**src/include/id_params.svh**
```systemverilog
////////////////////////////////////////////////////////////////////////////
// ID stage constants
// Datapath width, register address width and PC step
////////////////////////////////////////////////////////////////////////////

`ifndef ID_PARAMS_SVH
`define ID_PARAMS_SVH

// Data and PC width
`define ID_XLEN 32

// Register file address width, 32 entries
`define ID_REG_AW 5

// Sequential PC step, no compressed support
`define ID_PC_INCR 4

`endif

```
**src/rtl/id_pkg.sv**
```systemverilog
////////////////////////////////////////////////////////////////////////////
// ID stage types
// Opcodes, operator and selector encodings, instruction views and the
// structs passed between the decode blocks and to execute/writeback
////////////////////////////////////////////////////////////////////////////

`include "id_params.svh"

package id_pkg;

  // Major opcodes of the supported subset
  typedef enum logic [6:0] {
    OPC_OP      = 7'h33,
    OPC_OP_IMM  = 7'h13,
    OPC_LUI     = 7'h37,
    OPC_AUIPC   = 7'h17,
    OPC_BRANCH  = 7'h63,
    OPC_CUSTOM0 = 7'h0b
  } opcode_e;

  // ALU operators, the last six are branch compares
  typedef enum logic [3:0] {
    ALU_ADD, ALU_SUB, ALU_AND, ALU_OR, ALU_XOR, ALU_SLT, ALU_SLTU,
    ALU_EQ, ALU_NE, ALU_LT, ALU_GE, ALU_LTU, ALU_GEU
  } alu_op_e;

  // Multiplier operator, low word only
  typedef enum logic [1:0] {
    MD_OP_MUL = 2'b00
  } md_op_e;

  typedef enum logic [1:0] {
    OP_A_REG_A, OP_A_CURRPC, OP_A_ZERO
  } op_a_sel_e;

  typedef enum logic {
    OP_B_REG_B, OP_B_IMM
  } op_b_sel_e;

  typedef enum logic [2:0] {
    IMM_I, IMM_S, IMM_B, IMM_U, IMM_INCR_PC
  } imm_sel_e;

  ////////////////////////////////////////////////////////////////////////////
  // Instruction format views
  ////////////////////////////////////////////////////////////////////////////

  typedef struct packed {
    logic [6:0] funct7;
    logic [4:0] rs2;
    logic [4:0] rs1;
    logic [2:0] funct3;
    logic [4:0] rd;
    opcode_e    opcode;
  } instr_r_t;

  typedef struct packed {
    logic [11:0] imm_11_0;
    logic [4:0]  rs1;
    logic [2:0]  funct3;
    logic [4:0]  rd;
    opcode_e     opcode;
  } instr_i_t;

  typedef struct packed {
    logic       imm_12;
    logic [5:0] imm_10_5;
    logic [4:0] rs2;
    logic [4:0] rs1;
    logic [2:0] funct3;
    logic [3:0] imm_4_1;
    logic       imm_11;
    opcode_e    opcode;
  } instr_b_t;

  typedef struct packed {
    logic [19:0] imm_31_12;
    logic [4:0]  rd;
    opcode_e     opcode;
  } instr_u_t;

  // One fetched word, read through the view matching its opcode
  typedef union packed {
    instr_r_t r_type;
    instr_i_t i_type;
    instr_b_t b_type;
    instr_u_t u_type;
  } instr_u;

  ////////////////////////////////////////////////////////////////////////////
  // Stage structs
  ////////////////////////////////////////////////////////////////////////////

  typedef struct packed {
    alu_op_e   alu_op;
    md_op_e    md_op;
    op_a_sel_e op_a_sel;
    op_b_sel_e op_b_sel;
    imm_sel_e  imm_sel;
    logic      rf_we;
    logic      mult_en;
    logic      mac_en;
    logic      branch;
    logic      illegal;
  } dec_ctrl_t;

  // Request towards the external execute unit
  typedef struct packed {
    alu_op_e                alu_op;
    logic [`ID_XLEN-1:0]    operand_a;
    logic [`ID_XLEN-1:0]    operand_b;
    logic                   mult_en;
    md_op_e                 md_op;
  } ex_req_t;

  // Register file write port
  typedef struct packed {
    logic                   we;
    logic [`ID_REG_AW-1:0]  waddr;
    logic [`ID_XLEN-1:0]    wdata;
  } wb_t;

endpackage

```
**src/rtl/id_decoder.sv**
```systemverilog
////////////////////////////////////////////////////////////////////////////
// Instruction decoder
// Maps one instruction word to control, immediates and register addresses
////////////////////////////////////////////////////////////////////////////

`timescale 1ns/1ps
`include "id_params.svh"

module id_decoder import id_pkg::*; (
  input  instr_u                  instr_i,
  input  logic                    instr_valid_i,
  output dec_ctrl_t               ctrl_o,
  output logic [`ID_XLEN-1:0]     imm_i_o,
  output logic [`ID_XLEN-1:0]     imm_s_o,
  output logic [`ID_XLEN-1:0]     imm_b_o,
  output logic [`ID_XLEN-1:0]     imm_u_o,
  output logic [`ID_REG_AW-1:0]   rf_raddr_a_o,
  output logic [`ID_REG_AW-1:0]   rf_raddr_b_o,
  output logic [`ID_REG_AW-1:0]   rf_waddr_o
);

  ////////////////////////////////////////////////////////////////////////////
  // Immediates and register fields
  ////////////////////////////////////////////////////////////////////////////

  assign imm_i_o = {{(`ID_XLEN-12){instr_i.i_type.imm_11_0[11]}}, instr_i.i_type.imm_11_0};
  // S layout shares bit positions with funct7 and rd of the R view
  assign imm_s_o = {{(`ID_XLEN-12){instr_i.r_type.funct7[6]}},
                    instr_i.r_type.funct7, instr_i.r_type.rd};
  assign imm_b_o = {{(`ID_XLEN-12){instr_i.b_type.imm_12}}, instr_i.b_type.imm_11,
                    instr_i.b_type.imm_10_5, instr_i.b_type.imm_4_1, 1'b0};
  assign imm_u_o = {instr_i.u_type.imm_31_12, 12'b0};

  assign rf_raddr_a_o = instr_i.r_type.rs1;
  assign rf_raddr_b_o = instr_i.r_type.rs2;
  assign rf_waddr_o   = instr_i.r_type.rd;

  ////////////////////////////////////////////////////////////////////////////
  // Control decode
  ////////////////////////////////////////////////////////////////////////////

  always_comb begin
    // Defaults: register-register add, nothing enabled
    ctrl_o          = '0;
    ctrl_o.alu_op   = ALU_ADD;
    ctrl_o.md_op    = MD_OP_MUL;
    ctrl_o.op_a_sel = OP_A_REG_A;
    ctrl_o.op_b_sel = OP_B_REG_B;
    ctrl_o.imm_sel  = IMM_I;

    unique case (instr_i.r_type.opcode)
      OPC_OP: begin
        ctrl_o.rf_we = 1'b1;
        if (instr_i.r_type.funct7 == 7'h00) begin
          unique case (instr_i.r_type.funct3)
            3'b000:  ctrl_o.alu_op = ALU_ADD;
            3'b010:  ctrl_o.alu_op = ALU_SLT;
            3'b011:  ctrl_o.alu_op = ALU_SLTU;
            3'b100:  ctrl_o.alu_op = ALU_XOR;
            3'b110:  ctrl_o.alu_op = ALU_OR;
            3'b111:  ctrl_o.alu_op = ALU_AND;
            default: ctrl_o.illegal = 1'b1;
          endcase
        end else if (instr_i.r_type.funct7 == 7'h20 && instr_i.r_type.funct3 == 3'b000) begin
          ctrl_o.alu_op = ALU_SUB;
        end else if (instr_i.r_type.funct7 == 7'h01 && instr_i.r_type.funct3 == 3'b000) begin
          // MUL, low word of the product
          ctrl_o.mult_en = 1'b1;
        end else begin
          ctrl_o.illegal = 1'b1;
        end
      end

      OPC_OP_IMM: begin
        ctrl_o.rf_we    = 1'b1;
        ctrl_o.op_b_sel = OP_B_IMM;
        unique case (instr_i.i_type.funct3)
          3'b000:  ctrl_o.alu_op = ALU_ADD;
          3'b010:  ctrl_o.alu_op = ALU_SLT;
          3'b011:  ctrl_o.alu_op = ALU_SLTU;
          3'b100:  ctrl_o.alu_op = ALU_XOR;
          3'b110:  ctrl_o.alu_op = ALU_OR;
          3'b111:  ctrl_o.alu_op = ALU_AND;
          // Shifts are outside the subset
          default: ctrl_o.illegal = 1'b1;
        endcase
      end

      OPC_LUI, OPC_AUIPC: begin
        ctrl_o.rf_we    = 1'b1;
        ctrl_o.op_a_sel = (instr_i.u_type.opcode == OPC_LUI) ? OP_A_ZERO : OP_A_CURRPC;
        ctrl_o.op_b_sel = OP_B_IMM;
        ctrl_o.imm_sel  = IMM_U;
      end

      OPC_BRANCH: begin
        // Compare rs1 against rs2, target offset on the B immediate
        ctrl_o.branch  = 1'b1;
        ctrl_o.imm_sel = IMM_B;
        unique case (instr_i.b_type.funct3)
          3'b000:  ctrl_o.alu_op = ALU_EQ;
          3'b001:  ctrl_o.alu_op = ALU_NE;
          3'b100:  ctrl_o.alu_op = ALU_LT;
          3'b101:  ctrl_o.alu_op = ALU_GE;
          3'b110:  ctrl_o.alu_op = ALU_LTU;
          3'b111:  ctrl_o.alu_op = ALU_GEU;
          default: ctrl_o.illegal = 1'b1;
        endcase
      end

      OPC_CUSTOM0: begin
        // MAC, rd += rs1 * rs2, second phase is an ALU add
        if (instr_i.r_type.funct7 == 7'h00 && instr_i.r_type.funct3 == 3'b000) begin
          ctrl_o.mac_en = 1'b1;
          ctrl_o.rf_we  = 1'b1;
        end else begin
          ctrl_o.illegal = 1'b1;
        end
      end

      default: ctrl_o.illegal = 1'b1;
    endcase

    // Illegal words do nothing
    if (ctrl_o.illegal) begin
      ctrl_o.rf_we   = 1'b0;
      ctrl_o.mult_en = 1'b0;
      ctrl_o.mac_en  = 1'b0;
      ctrl_o.branch  = 1'b0;
    end
    ctrl_o.illegal = ctrl_o.illegal & instr_valid_i;
  end

endmodule

```
**src/rtl/id_fsm.sv**
```systemverilog
////////////////////////////////////////////////////////////////////////////
// ID state machine
// First-cycle/multi-cycle tracking, stalls, completion, write gating
////////////////////////////////////////////////////////////////////////////

`timescale 1ns/1ps

module id_fsm import id_pkg::*; (
  input  logic      clk_i,
  input  logic      rst_ni,
  input  logic      instr_valid_i,
  input  dec_ctrl_t ctrl_i,
  input  logic      ex_valid_i,
  input  logic      branch_decision_i,
  input  logic      mac_phase2_i,
  output logic      instr_done_o,
  output logic      rf_we_o,
  output logic      pc_set_o,
  output logic      mult_phase_o
);

  typedef enum logic {FIRST_CYCLE, MULTI_CYCLE} id_fsm_e;

  id_fsm_e state_q, state_d;
  logic    mult_op;
  logic    stall_mult;
  logic    stall_branch;
  logic    stall;
  logic    branch_set_d, branch_set_q;

  // Multiplier busy for MUL, and for MAC until its add phase
  assign mult_op = ctrl_i.mult_en | (ctrl_i.mac_en & ~mac_phase2_i);

  always_comb begin
    stall_mult   = 1'b0;
    stall_branch = 1'b0;
    branch_set_d = 1'b0;

    if (instr_valid_i) begin
      // MAC always stalls out of phase one, the add follows
      if (mult_op) begin
        stall_mult = ~ex_valid_i | ctrl_i.mac_en;
      end

      unique case (state_q)
        FIRST_CYCLE: begin
          // Taken branch holds one cycle, PC set comes out of the flop
          if (ctrl_i.branch) begin
            stall_branch = branch_decision_i;
            branch_set_d = branch_decision_i;
          end
        end
        MULTI_CYCLE: begin
          // Second cycle of a branch or a waiting multiply
          stall_branch = 1'b0;
        end
        default: stall_branch = 1'b0;
      endcase
    end
  end

  assign stall   = stall_mult | stall_branch;
  assign state_d = stall ? MULTI_CYCLE : FIRST_CYCLE;

  always_ff @(posedge clk_i or negedge rst_ni) begin
    if (!rst_ni) begin
      state_q      <= FIRST_CYCLE;
      branch_set_q <= 1'b0;
    end else begin
      if (instr_valid_i) begin
        state_q <= state_d;
      end
      branch_set_q <= branch_set_d;
    end
  end

  assign instr_done_o = instr_valid_i & ~stall;
  // No write while the multiplier result is pending
  assign rf_we_o      = instr_valid_i & ctrl_i.rf_we & ~stall_mult;
  assign mult_phase_o = instr_valid_i & mult_op;
  assign pc_set_o     = branch_set_q;

endmodule

```
**src/rtl/id_operand_mux.sv**
```systemverilog
////////////////////////////////////////////////////////////////////////////
// ALU operand selection
// Picks the immediate and builds operands A and B for the execute request
////////////////////////////////////////////////////////////////////////////

`timescale 1ns/1ps
`include "id_params.svh"

module id_operand_mux import id_pkg::*; (
  input  dec_ctrl_t             ctrl_i,
  input  logic [`ID_XLEN-1:0]   imm_i_i,
  input  logic [`ID_XLEN-1:0]   imm_s_i,
  input  logic [`ID_XLEN-1:0]   imm_b_i,
  input  logic [`ID_XLEN-1:0]   imm_u_i,
  input  logic [`ID_XLEN-1:0]   pc_i,
  input  logic [`ID_XLEN-1:0]   rf_rdata_a_i,
  input  logic [`ID_XLEN-1:0]   rf_rdata_b_i,
  output logic [`ID_XLEN-1:0]   operand_a_o,
  output logic [`ID_XLEN-1:0]   operand_b_o
);

  logic [`ID_XLEN-1:0] imm;

  // Immediate for operand B
  always_comb begin
    unique case (ctrl_i.imm_sel)
      IMM_I:       imm = imm_i_i;
      IMM_S:       imm = imm_s_i;
      IMM_B:       imm = imm_b_i;
      IMM_U:       imm = imm_u_i;
      IMM_INCR_PC: imm = `ID_XLEN'(`ID_PC_INCR);
      default:     imm = `ID_XLEN'(`ID_PC_INCR);
    endcase
  end

  // Operand A, register, PC for AUIPC or zero for LUI
  always_comb begin
    unique case (ctrl_i.op_a_sel)
      OP_A_REG_A:  operand_a_o = rf_rdata_a_i;
      OP_A_CURRPC: operand_a_o = pc_i;
      OP_A_ZERO:   operand_a_o = '0;
      default:     operand_a_o = rf_rdata_a_i;
    endcase
  end

  // Operand B
  assign operand_b_o = (ctrl_i.op_b_sel == OP_B_IMM) ? imm : rf_rdata_b_i;

endmodule

```
**src/rtl/id_stage_top.sv**
```systemverilog
////////////////////////////////////////////////////////////////////////////
// ID stage top
// Decoder, operand mux, state machine and MAC sequencer with the execute
// request and register writeback
////////////////////////////////////////////////////////////////////////////

`timescale 1ns/1ps
`include "id_params.svh"

module id_stage_top import id_pkg::*; (
  input  logic                    clk_i,
  input  logic                    rst_ni,
  // Fetch side
  input  logic                    instr_valid_i,
  input  instr_u                  instr_i,
  input  logic [`ID_XLEN-1:0]     pc_i,
  output logic                    id_in_ready_o,
  output logic                    instr_done_o,
  output logic                    illegal_insn_o,
  output logic                    pc_set_o,
  // Execute side
  input  logic                    branch_decision_i,
  input  logic                    ex_valid_i,
  input  logic [`ID_XLEN-1:0]     result_ex_i,
  output ex_req_t                 ex_req_o,
  // Register file
  output logic [`ID_REG_AW-1:0]   rf_raddr_a_o,
  output logic [`ID_REG_AW-1:0]   rf_raddr_b_o,
  input  logic [`ID_XLEN-1:0]     rf_rdata_a_i,
  input  logic [`ID_XLEN-1:0]     rf_rdata_b_i,
  output wb_t                     wb_o
);

  dec_ctrl_t              ctrl;
  logic [`ID_XLEN-1:0]    imm_i, imm_s, imm_b, imm_u;
  logic [`ID_REG_AW-1:0]  raddr_b;
  logic [`ID_REG_AW-1:0]  rd;
  logic [`ID_XLEN-1:0]    operand_a, operand_b;
  logic [`ID_XLEN-1:0]    acc, prod;
  logic                   instr_executing;
  logic                   instr_done;
  logic                   rf_we;
  logic                   mult_phase;
  logic                   mac_phase2;

  id_decoder u_decoder (
    .instr_i       (instr_i),
    .instr_valid_i (instr_valid_i),
    .ctrl_o        (ctrl),
    .imm_i_o       (imm_i),
    .imm_s_o       (imm_s),
    .imm_b_o       (imm_b),
    .imm_u_o       (imm_u),
    .rf_raddr_a_o  (rf_raddr_a_o),
    .rf_raddr_b_o  (raddr_b),
    .rf_waddr_o    (rd)
  );

  id_operand_mux u_operand_mux (
    .ctrl_i       (ctrl),
    .imm_i_i      (imm_i),
    .imm_s_i      (imm_s),
    .imm_b_i      (imm_b),
    .imm_u_i      (imm_u),
    .pc_i         (pc_i),
    .rf_rdata_a_i (rf_rdata_a_i),
    .rf_rdata_b_i (rf_rdata_b_i),
    .operand_a_o  (operand_a),
    .operand_b_o  (operand_b)
  );

  id_fsm u_fsm (
    .clk_i             (clk_i),
    .rst_ni            (rst_ni),
    .instr_valid_i     (instr_valid_i),
    .ctrl_i            (ctrl),
    .ex_valid_i        (ex_valid_i),
    .branch_decision_i (branch_decision_i),
    .mac_phase2_i      (mac_phase2),
    .instr_done_o      (instr_done),
    .rf_we_o           (rf_we),
    .pc_set_o          (pc_set_o),
    .mult_phase_o      (mult_phase)
  );

  // Illegal words never start execution
  assign instr_executing = instr_valid_i & ~ctrl.illegal;

  mac_sequencer u_mac_sequencer (
    .clk_i             (clk_i),
    .rst_ni            (rst_ni),
    .ctrl_i            (ctrl),
    .instr_executing_i (instr_executing),
    .ex_valid_i        (ex_valid_i),
    .rd_i              (rd),
    .rf_rdata_rd_i     (rf_rdata_b_i),
    .wb_i              (wb_o),
    .result_ex_i       (result_ex_i),
    .mac_phase2_o      (mac_phase2),
    .acc_o             (acc),
    .prod_o            (prod)
  );

  // Port B reads rd once the multiply no longer needs rs2
  assign rf_raddr_b_o = mac_phase2 ? rd : raddr_b;

  ////////////////////////////////////////////////////////////////////////////
  // Execute request
  ////////////////////////////////////////////////////////////////////////////

  always_comb begin
    ex_req_o.alu_op    = ctrl.alu_op;
    ex_req_o.operand_a = operand_a;
    ex_req_o.operand_b = operand_b;
    ex_req_o.mult_en   = mult_phase;
    ex_req_o.md_op     = ctrl.md_op;
    if (mac_phase2) begin
      // MAC add, accumulator plus saved product
      ex_req_o.alu_op    = ALU_ADD;
      ex_req_o.operand_a = acc;
      ex_req_o.operand_b = prod;
    end
  end

  // Writeback straight from the execute result
  assign wb_o.we    = rf_we;
  assign wb_o.waddr = rd;
  assign wb_o.wdata = result_ex_i;

  assign illegal_insn_o = ctrl.illegal;
  assign instr_done_o   = instr_done;
  assign id_in_ready_o  = instr_done;

endmodule

```
**src/rtl/mac_sequencer.sv**
```systemverilog
////////////////////////////////////////////////////////////////////////////
// MAC sequencer
// Tracks multiply and add phases, holds the product and the forwarded
// accumulator for the add
////////////////////////////////////////////////////////////////////////////

`timescale 1ns/1ps
`include "id_params.svh"

module mac_sequencer import id_pkg::*; (
  input  logic                    clk_i,
  input  logic                    rst_ni,
  input  dec_ctrl_t               ctrl_i,
  input  logic                    instr_executing_i,
  input  logic                    ex_valid_i,
  input  logic [`ID_REG_AW-1:0]   rd_i,
  input  logic [`ID_XLEN-1:0]     rf_rdata_rd_i,
  input  wb_t                     wb_i,
  input  logic [`ID_XLEN-1:0]     result_ex_i,
  output logic                    mac_phase2_o,
  output logic [`ID_XLEN-1:0]     acc_o,
  output logic [`ID_XLEN-1:0]     prod_o
);

  logic                   mac_active;
  logic                   mac_first;
  logic                   phase1_done;
  logic                   busy_q;
  logic                   phase2_q;
  logic                   fwd_cur;
  logic                   fwd_prev;
  logic                   fwd_hit_q;
  logic [`ID_XLEN-1:0]    fwd_data_q;
  logic [`ID_XLEN-1:0]    prod_q;
  // Own copy of last cycle's writeback
  logic                   wb_we_q;
  logic [`ID_REG_AW-1:0]  wb_waddr_q;
  logic [`ID_XLEN-1:0]    wb_wdata_q;

  assign mac_active  = instr_executing_i & ctrl_i.mac_en;
  assign mac_first   = mac_active & ~busy_q;
  assign phase1_done = mac_active & ~phase2_q & ex_valid_i;

  // Writeback hits on rd, x0 never forwards
  assign fwd_cur  = wb_i.we & (wb_i.waddr == rd_i) & (rd_i != '0);
  assign fwd_prev = wb_we_q & (wb_waddr_q == rd_i) & (rd_i != '0);

  always_ff @(posedge clk_i or negedge rst_ni) begin
    if (!rst_ni) begin
      busy_q    <= 1'b0;
      phase2_q  <= 1'b0;
      wb_we_q   <= 1'b0;
      fwd_hit_q <= 1'b0;
    end else begin
      wb_we_q  <= wb_i.we;
      // Busy from the second MAC cycle until the add is done
      busy_q   <= mac_active & ~phase2_q;
      // Add phase lasts exactly one cycle
      phase2_q <= phase1_done;
      if (mac_first) begin
        fwd_hit_q <= fwd_cur | fwd_prev;
      end
    end
  end

  always_ff @(posedge clk_i) begin
    wb_waddr_q <= wb_i.waddr;
    wb_wdata_q <= wb_i.wdata;
    // Current writeback wins over the older one
    if (mac_first) begin
      fwd_data_q <= fwd_cur ? wb_i.wdata : wb_wdata_q;
    end
    if (phase1_done) begin
      prod_q <= result_ex_i;
    end
  end

  // Without a forward hit, rd comes from the register file in phase two
  assign acc_o        = fwd_hit_q ? fwd_data_q : rf_rdata_rd_i;
  assign prod_o       = prod_q;
  assign mac_phase2_o = phase2_q;

endmodule

```
**config.mk**
```make
export PLATFORM = sky130hd
export DESIGN_NAME = id_stage_top
export DESIGN_NICKNAME = d
export VERILOG_FILES = /design/src/rtl/id_pkg.sv /design/src/rtl/id_decoder.sv /design/src/rtl/id_fsm.sv /design/src/rtl/id_operand_mux.sv /design/src/rtl/id_stage_top.sv /design/src/rtl/mac_sequencer.sv
export VERILOG_INCLUDE_DIRS = /design/src /design/src/include
export SDC_FILE = /design/constraint.sdc
export NUM_CORES = 1
export LEC_CHECK = 0
export BUFFER_PORTS_ARGS = -buffer_cell sky130_fd_sc_hd__buf_2
export CORE_MARGIN = 4
export CORE_UTILIZATION = 52
export CTS_BUF_LIST = sky130_fd_sc_hd__clkbuf_8
export DETAILED_ROUTE_END_ITERATION = 6
export GPL_ROUTABILITY_DRIVEN = 1
export PLACE_DENSITY = 0.92
export SLEW_MARGIN = 10
export SYNTH_ARGS = -nofsm -noshare
export SYNTH_HDL_FRONTEND = slang
export SYNTH_SLANG_ARGS = --single-unit
```
**constraint.sdc**
```tcl
create_clock -name clk_i -period 12.6 [get_ports clk_i]
set_input_delay 0.63 -clock clk_i [delete_from_list [all_inputs] [get_ports clk_i]]
set_output_delay 0.63 -clock clk_i [all_outputs]
set_load 0.005 [all_outputs]
```
==> results of run 1 <==
-- cells in the mapped netlist, types with 6 or more instances --
library cell / n / area (sq um)
edfxtp_1: 64 / 1922
inv_1: 21 / 78.83
nor2_1: 16 / 60.06
a32oi_1: 16 / 140.1
a211oi_1: 32 / 240.2
dfxtp_1: 37 / 740.7
mux2_2: 8 / 90.09
mux2_4: 29 / 435.4
a21oi_1: 43 / 215.2
buf_4: 48 / 360.4
and3_1: 39 / 244.0
dfrtp_1: 6 / 150.1
clkbuf_1: 31 / 116.4
nor3_1: 6 / 30.03
nand3_1: 19 / 95.09
mux2i_1: 39 / 390.4
o21ai_0: 14 / 70.07
nand2_1: 34 / 127.6
-- path summary, 6_finish.rpt --
path,from,to,cells after the start
setup / recovery,instr_i[5],ex_req_o[4],7
hold / removal,rst_ni,u_fsm.pc_set_o$_DFF_PN0_,1
setup reg to reg,u_mac_sequencer.mac_phase2_o$_DFF_PN0_,u_mac_sequencer.fwd_data_q[1]$_DFFE_PP_,3
hold reg to reg,u_fsm.state_q$_DFFE_PN0P_,u_fsm.state_q$_DFFE_PN0P_,1
max in group asynchronous,rst_ni,u_mac_sequencer.mac_phase2_o$_DFF_PN0_,1
min in group clk_i,result_ex_i[27],u_mac_sequencer.wb_wdata_q[27]$_DFF_P_,1
-- stage by stage --
step | instances | instance area (sq um) | worst slack, ns | hold WS (ns)
after floorplan | 574 | 6103 | 7.397 | 0.3344
after global placement | 918 | 7221 | 8.741 | 0.4542
after detailed placement | 918 | 7221 | 8.609 | 0.4598
after CTS | 934 | 7397 | 8.604 | 0.06526
after global routing | 934 | 7397 | 8.336 | 0.06194
final | 934 | 7397 | 8.529 | 0.08226
-- final cells by class --
type / count / share of cell area, %
clock inverter: 7 / 0.7104
inverter: 21 / 1.066
tap: 143 / 2.419
multi-input combinational: 357 / 36.25
timing repair buffer: 290 / 19.79
clock buffer: 9 / 1.675
sequential: 107 / 38.09
-- worst max-delay path: stages --
cell and delay, ns:
buf_2 0.13, inv_1 0.78, nand2_1 1.02, and3_1 0.49, a21oi_1 0.11, o21ai_0 0.10
buf_2 0.17
-- registers in the layout, indices dropped and copies added, names as in the netlist --
| name | flops |
|---|---|
| u_fsm.pc_set_o | 1 |
| u_fsm.state_q | 1 |
| u_mac_sequencer.busy_q | 1 |
| u_mac_sequencer.fwd_data_q | 32 |
| u_mac_sequencer.fwd_hit_q | 1 |
| u_mac_sequencer.mac_phase2_o | 1 |
| u_mac_sequencer.prod_o | 32 |
| u_mac_sequencer.wb_waddr_q | 5 |
| u_mac_sequencer.wb_wdata_q | 32 |
| u_mac_sequencer.wb_we_q | 1 |
-- cells by family after synthesis --
| kind of cell | count (synthesis) | share of synthesized area (%) |
|---|---|---|
| AND/OR/NAND/NOR | 147 | 13.87 |
| AO/OA/AOI/OAI | 124 | 13.42 |
| buffers and inverters | 110 | 10.26 |
| flip-flops | 107 | 46.11 |
| multiplexers | 79 | 15.57 |
| other | 1 | 0.06148 |
| XOR/XNOR | 5 | 0.7181 |
-- layer usage --
metal	up-vias	GRT usage [%]
met2	246	43.48
li1	2501	-
met3	34	5.337
met1	2546	34.70
met4	0	10.13
met5	-	0
-- where the power goes --
part / switching (mW) / internal, mW
clock network: 0.117 / 0.0739
registers: 0.00183 / 0.376
logic: 0.0496 / 0.0525
-- placed cells by master, fill, tap and decap left out, types with 3 or more instances in the layout --
| cell | synthesis | routed |
|---|---|---|
| buf_2 | 2 | 285 |
| edfxtp_1 | 64 | 64 |
| a21oi_1 | 43 | 43 |
| and3_1 | 39 | 39 |
| mux2i_1 | 39 | 39 |
| dfxtp_1 | 37 | 37 |
| nand2_1 | 34 | 33 |
| a211oi_1 | 32 | 32 |
| mux2_4 | 29 | 29 |
| inv_1 | 21 | 23 |
| nand3_1 | 19 | 19 |
| nor2_1 | 16 | 16 |
| a32oi_1 | 16 | 16 |
| o21ai_0 | 14 | 14 |
| clkbuf_8 | 0 | 9 |
| mux2_2 | 8 | 8 |
| nor3_1 | 6 | 5 |
| buf_4 | 48 | 5 |
| or4_1 | 4 | 4 |
| a221o_1 | 4 | 4 |
| dfrtp_1 | 6 | 4 |
| nand2b_1 | 3 | 3 |
| nand4_1 | 3 | 3 |
| mux2_1 | 3 | 3 |
| xnor2_1 | 3 | 3 |
==> results.yml, run 1 <==
routing:
  drtIter0Drc: 423
  wl_met2_mm: 9.262
  wl_mm: 18.57
  vias: 5327
  wl_met1_mm: 7.502
  wire_per_inst_um: 19.88
  first_pass_iters: 5
  highest_layer: "met4"
  drc: 0
  ant_nets: 0
  wl_met3_mm: 1.283
  vias_per_cell: 5.703
sta:
  clock_skew_ns: 0.01325
  rsz0062_at_grt: "no"
  finalSetupViolCount: 0
  tightest_slew_ns: 1.197
  hold_viol_final: 0
  period_minus_slack_ns: 4.071
  setup_tns_ns: 0
  drv_slew: 0
  fmax_ghz: 0.2456
  slew_headroom_pct: 19.88
  fin_crit_sh_pct: 32.31
place:
  gp_congestion: 0.8926
  place_hpwl_mm: 13.96
  portBuffers: 285
finish:
  antennaDiodeCount: 0
  area_delta_synth_final_pct: 21.27
  register_area_sq_um: 2818
  drive_above_1_share_pct: 45.13
  num-nets-final: 951
  n_fill_cell: 927
  multi_input_area_sq_um: 2681
  finalCoreUtilization_pct: 64.51
cts:
  cts_buffers: 9
  cts.path.max_buffers: 2
  cts_tree: "done"
  clk_latency_ns: 0.36
  ctsHoldBuffers: 0
  clockRootBuffer: "clkbuf_8"
  cts.sinks: 107
  htree_levels: 3
  post_cts_resized: 0
  post-cts-setup-buffers: 0
  clkTransAtPathRegs_ns: 0.10
critical_path:
  arrival_ns: 3.44
  cp_max_fo: 34
  start_kind: "primary input"
  rrSetupSlack_ns: 9.99
  path_class: "in -> out"
  cp-end-kind: "primary output"
  worstPathRequired_ns: 11.97
global_routing:
  overflow: 0
  antenna_found_initial: 0
  grt_max_degree: 74
  first_global_vias: 5136
  grt_use_total_pct: 26.50
  grt_pass1_wl_mm: 27.37
synth:
  synthFlopType: "edfxtp_1"
  synth_cell_types: 56
  ys_seq_area_share_pct: 46.11
  ys_ff_latch: 107
  synth_warnings: 0
  syn_inst: 573
  async_flop_share_pct: 5.607
  syn_area_sq_um: 6100
  synth_edf_count: 64
  synth_area_per_cell_sq_um: 10.65
min_path:
  hold_class: "in -> async"
die:
  std_cell_rows: 39
  fp.coreArea_sq_um: 11470
  die_area_sq_um: 13530
  initial_utilization_pct: 53.19
  die_w_um: 116.3
  ios: 288
  die_y_um: 116.3
power_and_ir_drop:
  powerDensity_nw_per_um2: 90.75
  power_mw: 0.6713
  irDropWorstVdd_uv: 92.00
  p_leak_nw: 3.414
status:
  status: "finished, final reports clean"
job:
  maxCapViolCount: 0
Note: power is estimated with default switching activity, not from simulation.
==> inputs of run 2 (changes only) <==
--- a/config.mk
+++ b/config.mk
@@ -8,11 +8,11 @@
 export LEC_CHECK = 0
 export BUFFER_PORTS_ARGS = -buffer_cell sky130_fd_sc_hd__buf_2
 export CORE_MARGIN = 4
-export CORE_UTILIZATION = 52
+export CORE_UTILIZATION = 49
 export CTS_BUF_LIST = sky130_fd_sc_hd__clkbuf_8
 export DETAILED_ROUTE_END_ITERATION = 6
 export GPL_ROUTABILITY_DRIVEN = 1
-export PLACE_DENSITY = 0.92
+export PLACE_DENSITY = 0.88
 export SLEW_MARGIN = 10
 export SYNTH_ARGS = -nofsm -noshare
 export SYNTH_HDL_FRONTEND = slang
==> constraint.sdc (replaced) <==
create_clock -name clk_i -period 3.86 [get_ports clk_i]
set_input_delay 0.193 -clock clk_i [delete_from_list [all_inputs] [get_ports clk_i]]
set_output_delay 0.193 -clock clk_i [all_outputs]
set_load 0.005 [all_outputs]
==> run 2 against run 1 <==
  * Wire length increased by 9.2%
  * The flow now finishes with violations (DRC)
  * Die area increased by 5.7%
  * Hold slack worse by 0.039 ns
  * Critical path type unchanged
  * Sequential power rose to 3.3 times the previous value
  * Combinational power grew to 3.6 times the previous value
  * Critical endpoint is now ex_req_o[7]
  * Worst setup slack lost 7.5 ns
==> results.yml, run 2 (same netlist as run 1, synthesis figures left out) <==
die:
  initial_utilization_pct: 50.36
  die_y_um: 119.6
  die_w_um: 119.6
  fp.coreArea_sq_um: 12110
  ios: 288
  die_area_sq_um: 14300
  std_cell_rows: 40
finish:
  antennaDiodeCount: 0
  layout_common_cells: "buf_2, edfxtp_1, a21oi_1, and3_1, mux2i_1"
  final_common_cell: "buf_2"
  register_area_sq_um: 2818
  multi_input_area_sq_um: 2696
  finalCoreUtilization_pct: 64.77
  drive_above_1_share_pct: 43.58
  n_fill_cell: 973
  num-nets-final: 986
  area_delta_synth_final_pct: 28.62
  layoutNonFillerInstCount: 994
global_routing:
  first_global_vias: 5468
  grt_pass1_wl_mm: 30.21
  antenna_found_initial: 0
  overflow: 0
  grt_max_degree: 91
  grt-busiest-layer: "met2"
  met2_usage_pct: 45.90
  use_met3_pct: 6.598
  use_met1_pct: 33.36
  grt_use_total_pct: 27.03
cts:
  cts_buffers: 9
  post_cts_resized: 0
  clkTransAtPathRegs_ns: 0.11
  clockRootBuffer: "clkbuf_8"
  cts_tree: "done"
  cts.sinks: 107
  clk_latency_ns: 0.35
  cts.path.max_buffers: 2
  htree_levels: 3
place:
  portBuffers: 285
  gp_congestion: 0.9193
  place_hpwl_mm: 14.26
  placed_cells_incl_taps: 944
critical_path:
  arrival_ns: 2.66
  critPathLaunch: "instr_i[3]"
  cp_max_fo: 25
  cp-end-kind: "primary output"
  path_class: "in -> out"
  worstPathRequired_ns: 3.67
  r2r-start: "u_mac_sequencer.mac_phase2_o$_DFF_PN0_"
  start_kind: "primary input"
sta:
  fin_crit_sh_pct: 73.88
  setup_tns_ns: 0
  hold_viol_final: 0
  period_minus_slack_ns: 2.852
  drv_slew: 0
  finalSetupViolCount: 0
  slew_headroom_pct: 18.25
  clock_skew_ns: 0.01213
  rsz0062_at_grt: "no"
  fmax_ghz: 0.3507
  tightest_slew_ns: 1.223
routing:
  ant_nets: 0
  wl_mm: 20.27
  vias_per_cell: 5.685
  drc: 1
  first_pass_iters: 7
  drtIter0Drc: 459
  vias: 5651
  wire_per_inst_um: 20.39
power_and_ir_drop:
  p_leak_nw: 3.574
  power_mw: 2.321
  powerDensity_nw_per_um2: 295.8
  irDropWorstVdd_uv: 182.6
status:
  violations: "DRC"
  status: "finished, violations left"
min_path:
  hold_class: "in -> reg"
  min-delay-start: "instr_i[9]"
job:
  maxCapViolCount: 0
[run 2: final timing paths]
path / to / slack [ns] / cells after the start
min in group asynchronous: u_fsm.pc_set_o$_DFF_PN0_ / 0.19 / 2
max reg2reg: u_mac_sequencer.fwd_data_q[1]$_DFFE_PP_ / 1.34 / 3
min: u_mac_sequencer.wb_waddr_q[2]$_DFF_P_ / 0.04 / 1
max: ex_req_o[7] / 1.01 / 8
max in group asynchronous: u_mac_sequencer.mac_phase2_o$_DFF_PN0_ / 3.50 / 2
min reg2reg: u_fsm.state_q$_DFFE_PN0P_ / 0.51 / 1
[run 2: per-layer routing]
layer / vias up / share of wire, %
met1: 2670 / 38
met4: 0 / 3.1
met2: 358 / 50
met3: 47 / 9.8
li1: 2576 / -
met5: - / 0
[run 2: worst max-delay path, cell delays in order]
cell,delay [ns]
buf_2,0.12
nand3b_1,0.24
nor3_1,0.40
nand2_1,0.82
and3_1,0.49
a21oi_1,0.12
o21ai_0,0.08
buf_2,0.18
[run 2: where the power goes]
part,leakage [nW],internal [mW],switching [mW]
clock,0.107,0.313,0.408
sequential,0.967,1.23,0.00595
combinational,2.50,0.195,0.171
[run 2: area by class of cell]
| cell class | count | share of cell area (%) |
|---|---|---|
| flip-flops and latches | 107 | 35.92 |
| well taps | 168 | 2.679 |
| multi-input cells | 357 | 34.37 |
| clock inverters | 7 | 1.037 |
| repair buffers | 325 | 23.41 |
| clock buffers | 9 | 1.579 |
| inverters | 21 | 1.005 |
[run 2: repair_timing]
action	in CTS	in global routing
hold endpoints to repair	39	0
buffers inserted	0	0
setup endpoints to repair	0	0
hold buffers	34	0
[run 2: metrics by stage]
stage | hold WS, ns | cell area (sq um) | worst slack [ns]
global placement | 0.02888 | 7300 | 0.8757
floorplan | -0.1026 | 6115 | 0.4546
CTS | 0.01452 | 7845 | 0.9971
global route | 0.007495 | 7845 | 0.6952
finish | 0.04336 | 7845 | 1.008
detailed placement | 0.03587 | 7300 | 0.8284
==> inputs of run 3 (changes only) <==
==> constraint.sdc (replaced) <==
create_clock -name clk_i -period 2.9 [get_ports clk_i]
set_input_delay 0.145 -clock clk_i [delete_from_list [all_inputs] [get_ports clk_i]]
set_output_delay 0.145 -clock clk_i [all_outputs]
set_load 0.005 [all_outputs]
==> run 3 against run 2 <==
  * The flow now finishes without violations
  * Final area grew 1.8%
  * Critical path depth shrank 1
  * Sequential cell count is the same
  * Global-route usage grew 0.94 points
  * Combinational power grew 36%
  * Wire length grew 2.7%
  * Count of clock-buffer cells in the layout is the same
  * Final cell count grew 1.5%
  * Clock power grew 41%
  * Worst setup slack lost 0.43 ns
  * Largest cell class unchanged
  * First-iteration DRC count grew 22%
==> results.yml, run 3 (same netlist as run 1, synthesis figures left out) <==
min_path:
  holdPathEnd: "u_fsm.pc_set_o$_DFF_PN0_"
  whs_path_depth: 3
  hold_class: "in -> reg"
  min-delay-start: "branch_decision_i"
routing:
  drc: 0
  vias: 5790
  wire_per_inst_um: 20.62
  first_pass_iters: 5
  ant_nets: 0
  wl_mm: 20.81
  vias_per_cell: 5.738
  drtIter0Drc: 561
place:
  place_ws_ns: 0.2807
  gp_congestion: 0.9204
  placed_area_sq_um: 7372
  place_hpwl_mm: 15.01
  portBuffers: 285
power_and_ir_drop:
  powerDensity_nw_per_um2: 396.1
  p_sw_mw: 0.7618
  p_leak_nw: 3.659
  irDropWorstVdd_uv: 305.5
  seq_power_share_pct: 52.0
  p_int_mw: 2.400
  netSwitchingFraction_pct: 24.09
  pwr-share-comb_pct: 15.7
  clkPwrFrac_pct: 32.4
job:
  maxCapViolCount: 0
sta:
  drv_slew: 0
  finalSetupViolCount: 0
  period_minus_slack_ns: 2.318
  fmax_ghz: 0.4315
  hold_viol_final: 0
  fin_crit_sh_pct: 79.91
  slew_headroom_pct: 38.49
  hold_slack_ns: 0.07842
  setup_slack_ns: 0.5825
  tightest_slew_ns: 0.9216
  rsz0062_at_grt: "no"
  clock_skew_ns: 0.01677
  setup_tns_ns: 0
critical_path:
  path_class: "in -> reg"
  cp-end-kind: "register"
  start_kind: "primary input"
  r2r-start: "u_mac_sequencer.mac_phase2_o$_DFF_PN0_"
  rr_endpoint: "u_mac_sequencer.fwd_data_q[0]$_DFFE_PP_"
  worstPathRequired_ns: 3.02
  r2r_cells: 4
  arrival_ns: 2.44
  rrSetupSlack_ns: 1.04
  cp_max_fo: 19
status:
  status: "finished, final reports clean"
cts:
  clk_latency_ns: 0.36
  cts.path.max_buffers: 2
  clkTransAtPathRegs_ns: 0.12
  cts_buffers: 9
  clockRootBuffer: "clkbuf_8"
  cts.sinks: 107
  ctsHoldBuffers: 38
  post_cts_resized: 0
  post-cts-setup-buffers: 0
  cts_tree: "done"
  htree_levels: 3
global_routing:
  overflow: 0
  grt_max_degree: 82
  antenna_found_initial: 0
  first_global_vias: 5659
  grt_use_total_pct: 27.97
  grt_pass1_wl_mm: 31.04
finish:
  n_fill_cell: 958
  drive_above_1_share_pct: 44.23
  register_area_sq_um: 2818
  multi_input_area_sq_um: 2699
  final_common_cell: "buf_2"
  area_delta_synth_final_pct: 30.89
  final_area_sq_um: 7984
  num-nets-final: 1001
  layout_common_cells: "buf_2, edfxtp_1, a21oi_1, and3_1, mux2i_1"
  antennaDiodeCount: 0
die:
  fp.coreArea_sq_um: 12110
  initial_utilization_pct: 50.36
  die_y_um: 119.6
  std_cell_rows: 40
  die_w_um: 119.6
  die_area_sq_um: 14300
  ios: 288
run 3: through the flow:
step / power [mW] / instances / util [%]
after detailed placement: 2.121 / 955 / 60.87
after global routing: 3.284 / 1009 / 65.92
final: 3.162 / 1009 / 65.92
after floorplan: 1.888 / 574 / -
after global placement: 2.107 / 955 / 60.85
after CTS: 3.167 / 1009 / 65.92
run 3: worst max-delay path, stage by stage:
cell and delay, ns:
dlygate4sd3_1 0.56, buf_2 0.19, or4_1 0.52, nor2_1 0.16, or3_2 0.15, buf_4 0.33
mux2_1 0.37
run 3: layout make-up:
cell class | instances | share of cell area, %
clock buffer | 9 | 1.551
multi-input combinational | 357 | 33.80
clock inverter | 7 | 1.348
timing repair buffer | 340 | 24.38
sequential | 107 | 35.29
tap | 168 | 2.633
inverter | 21 | 0.9873
run 3: per-layer routing:
layer  share of wire [%]  GRT usage (%)  vias up
met5                   0              0        -
met4                 4.1          13.17        0
met3                  10          7.729       73
met2                  49          46.33      378
met1                  37          33.83     2735
li1                    -              -     2604
run 3: how the worst max path moves through the flow:
stage                                         endpoint  startpoint  slack, ns
6_report       u_mac_sequencer.fwd_data_q[0]$_DFFE_PP_  instr_i[7]       0.58
5_1_grt                                   ex_req_o[32]  instr_i[3]       0.37
4_1_cts                                   ex_req_o[31]  instr_i[3]       0.61
3_5_place_dp   u_mac_sequencer.fwd_data_q[0]$_DFFE_PP_  instr_i[5]       0.28
3_3_place_gp                              ex_req_o[31]  instr_i[3]       0.25
2_1_floorplan  u_mac_sequencer.fwd_data_q[0]$_DFFE_PP_  instr_i[5]       0.06
run 3: power groups by stage:
stage	clock [mW]	combinational (mW)	sequential, mW
floorplan	0	0.213	1.67
global placement	0	0.432	1.67
detailed placement	0	0.444	1.68
CTS	1.04	0.486	1.64
global route	1.10	0.535	1.64
finish	1.02	0.496	1.64
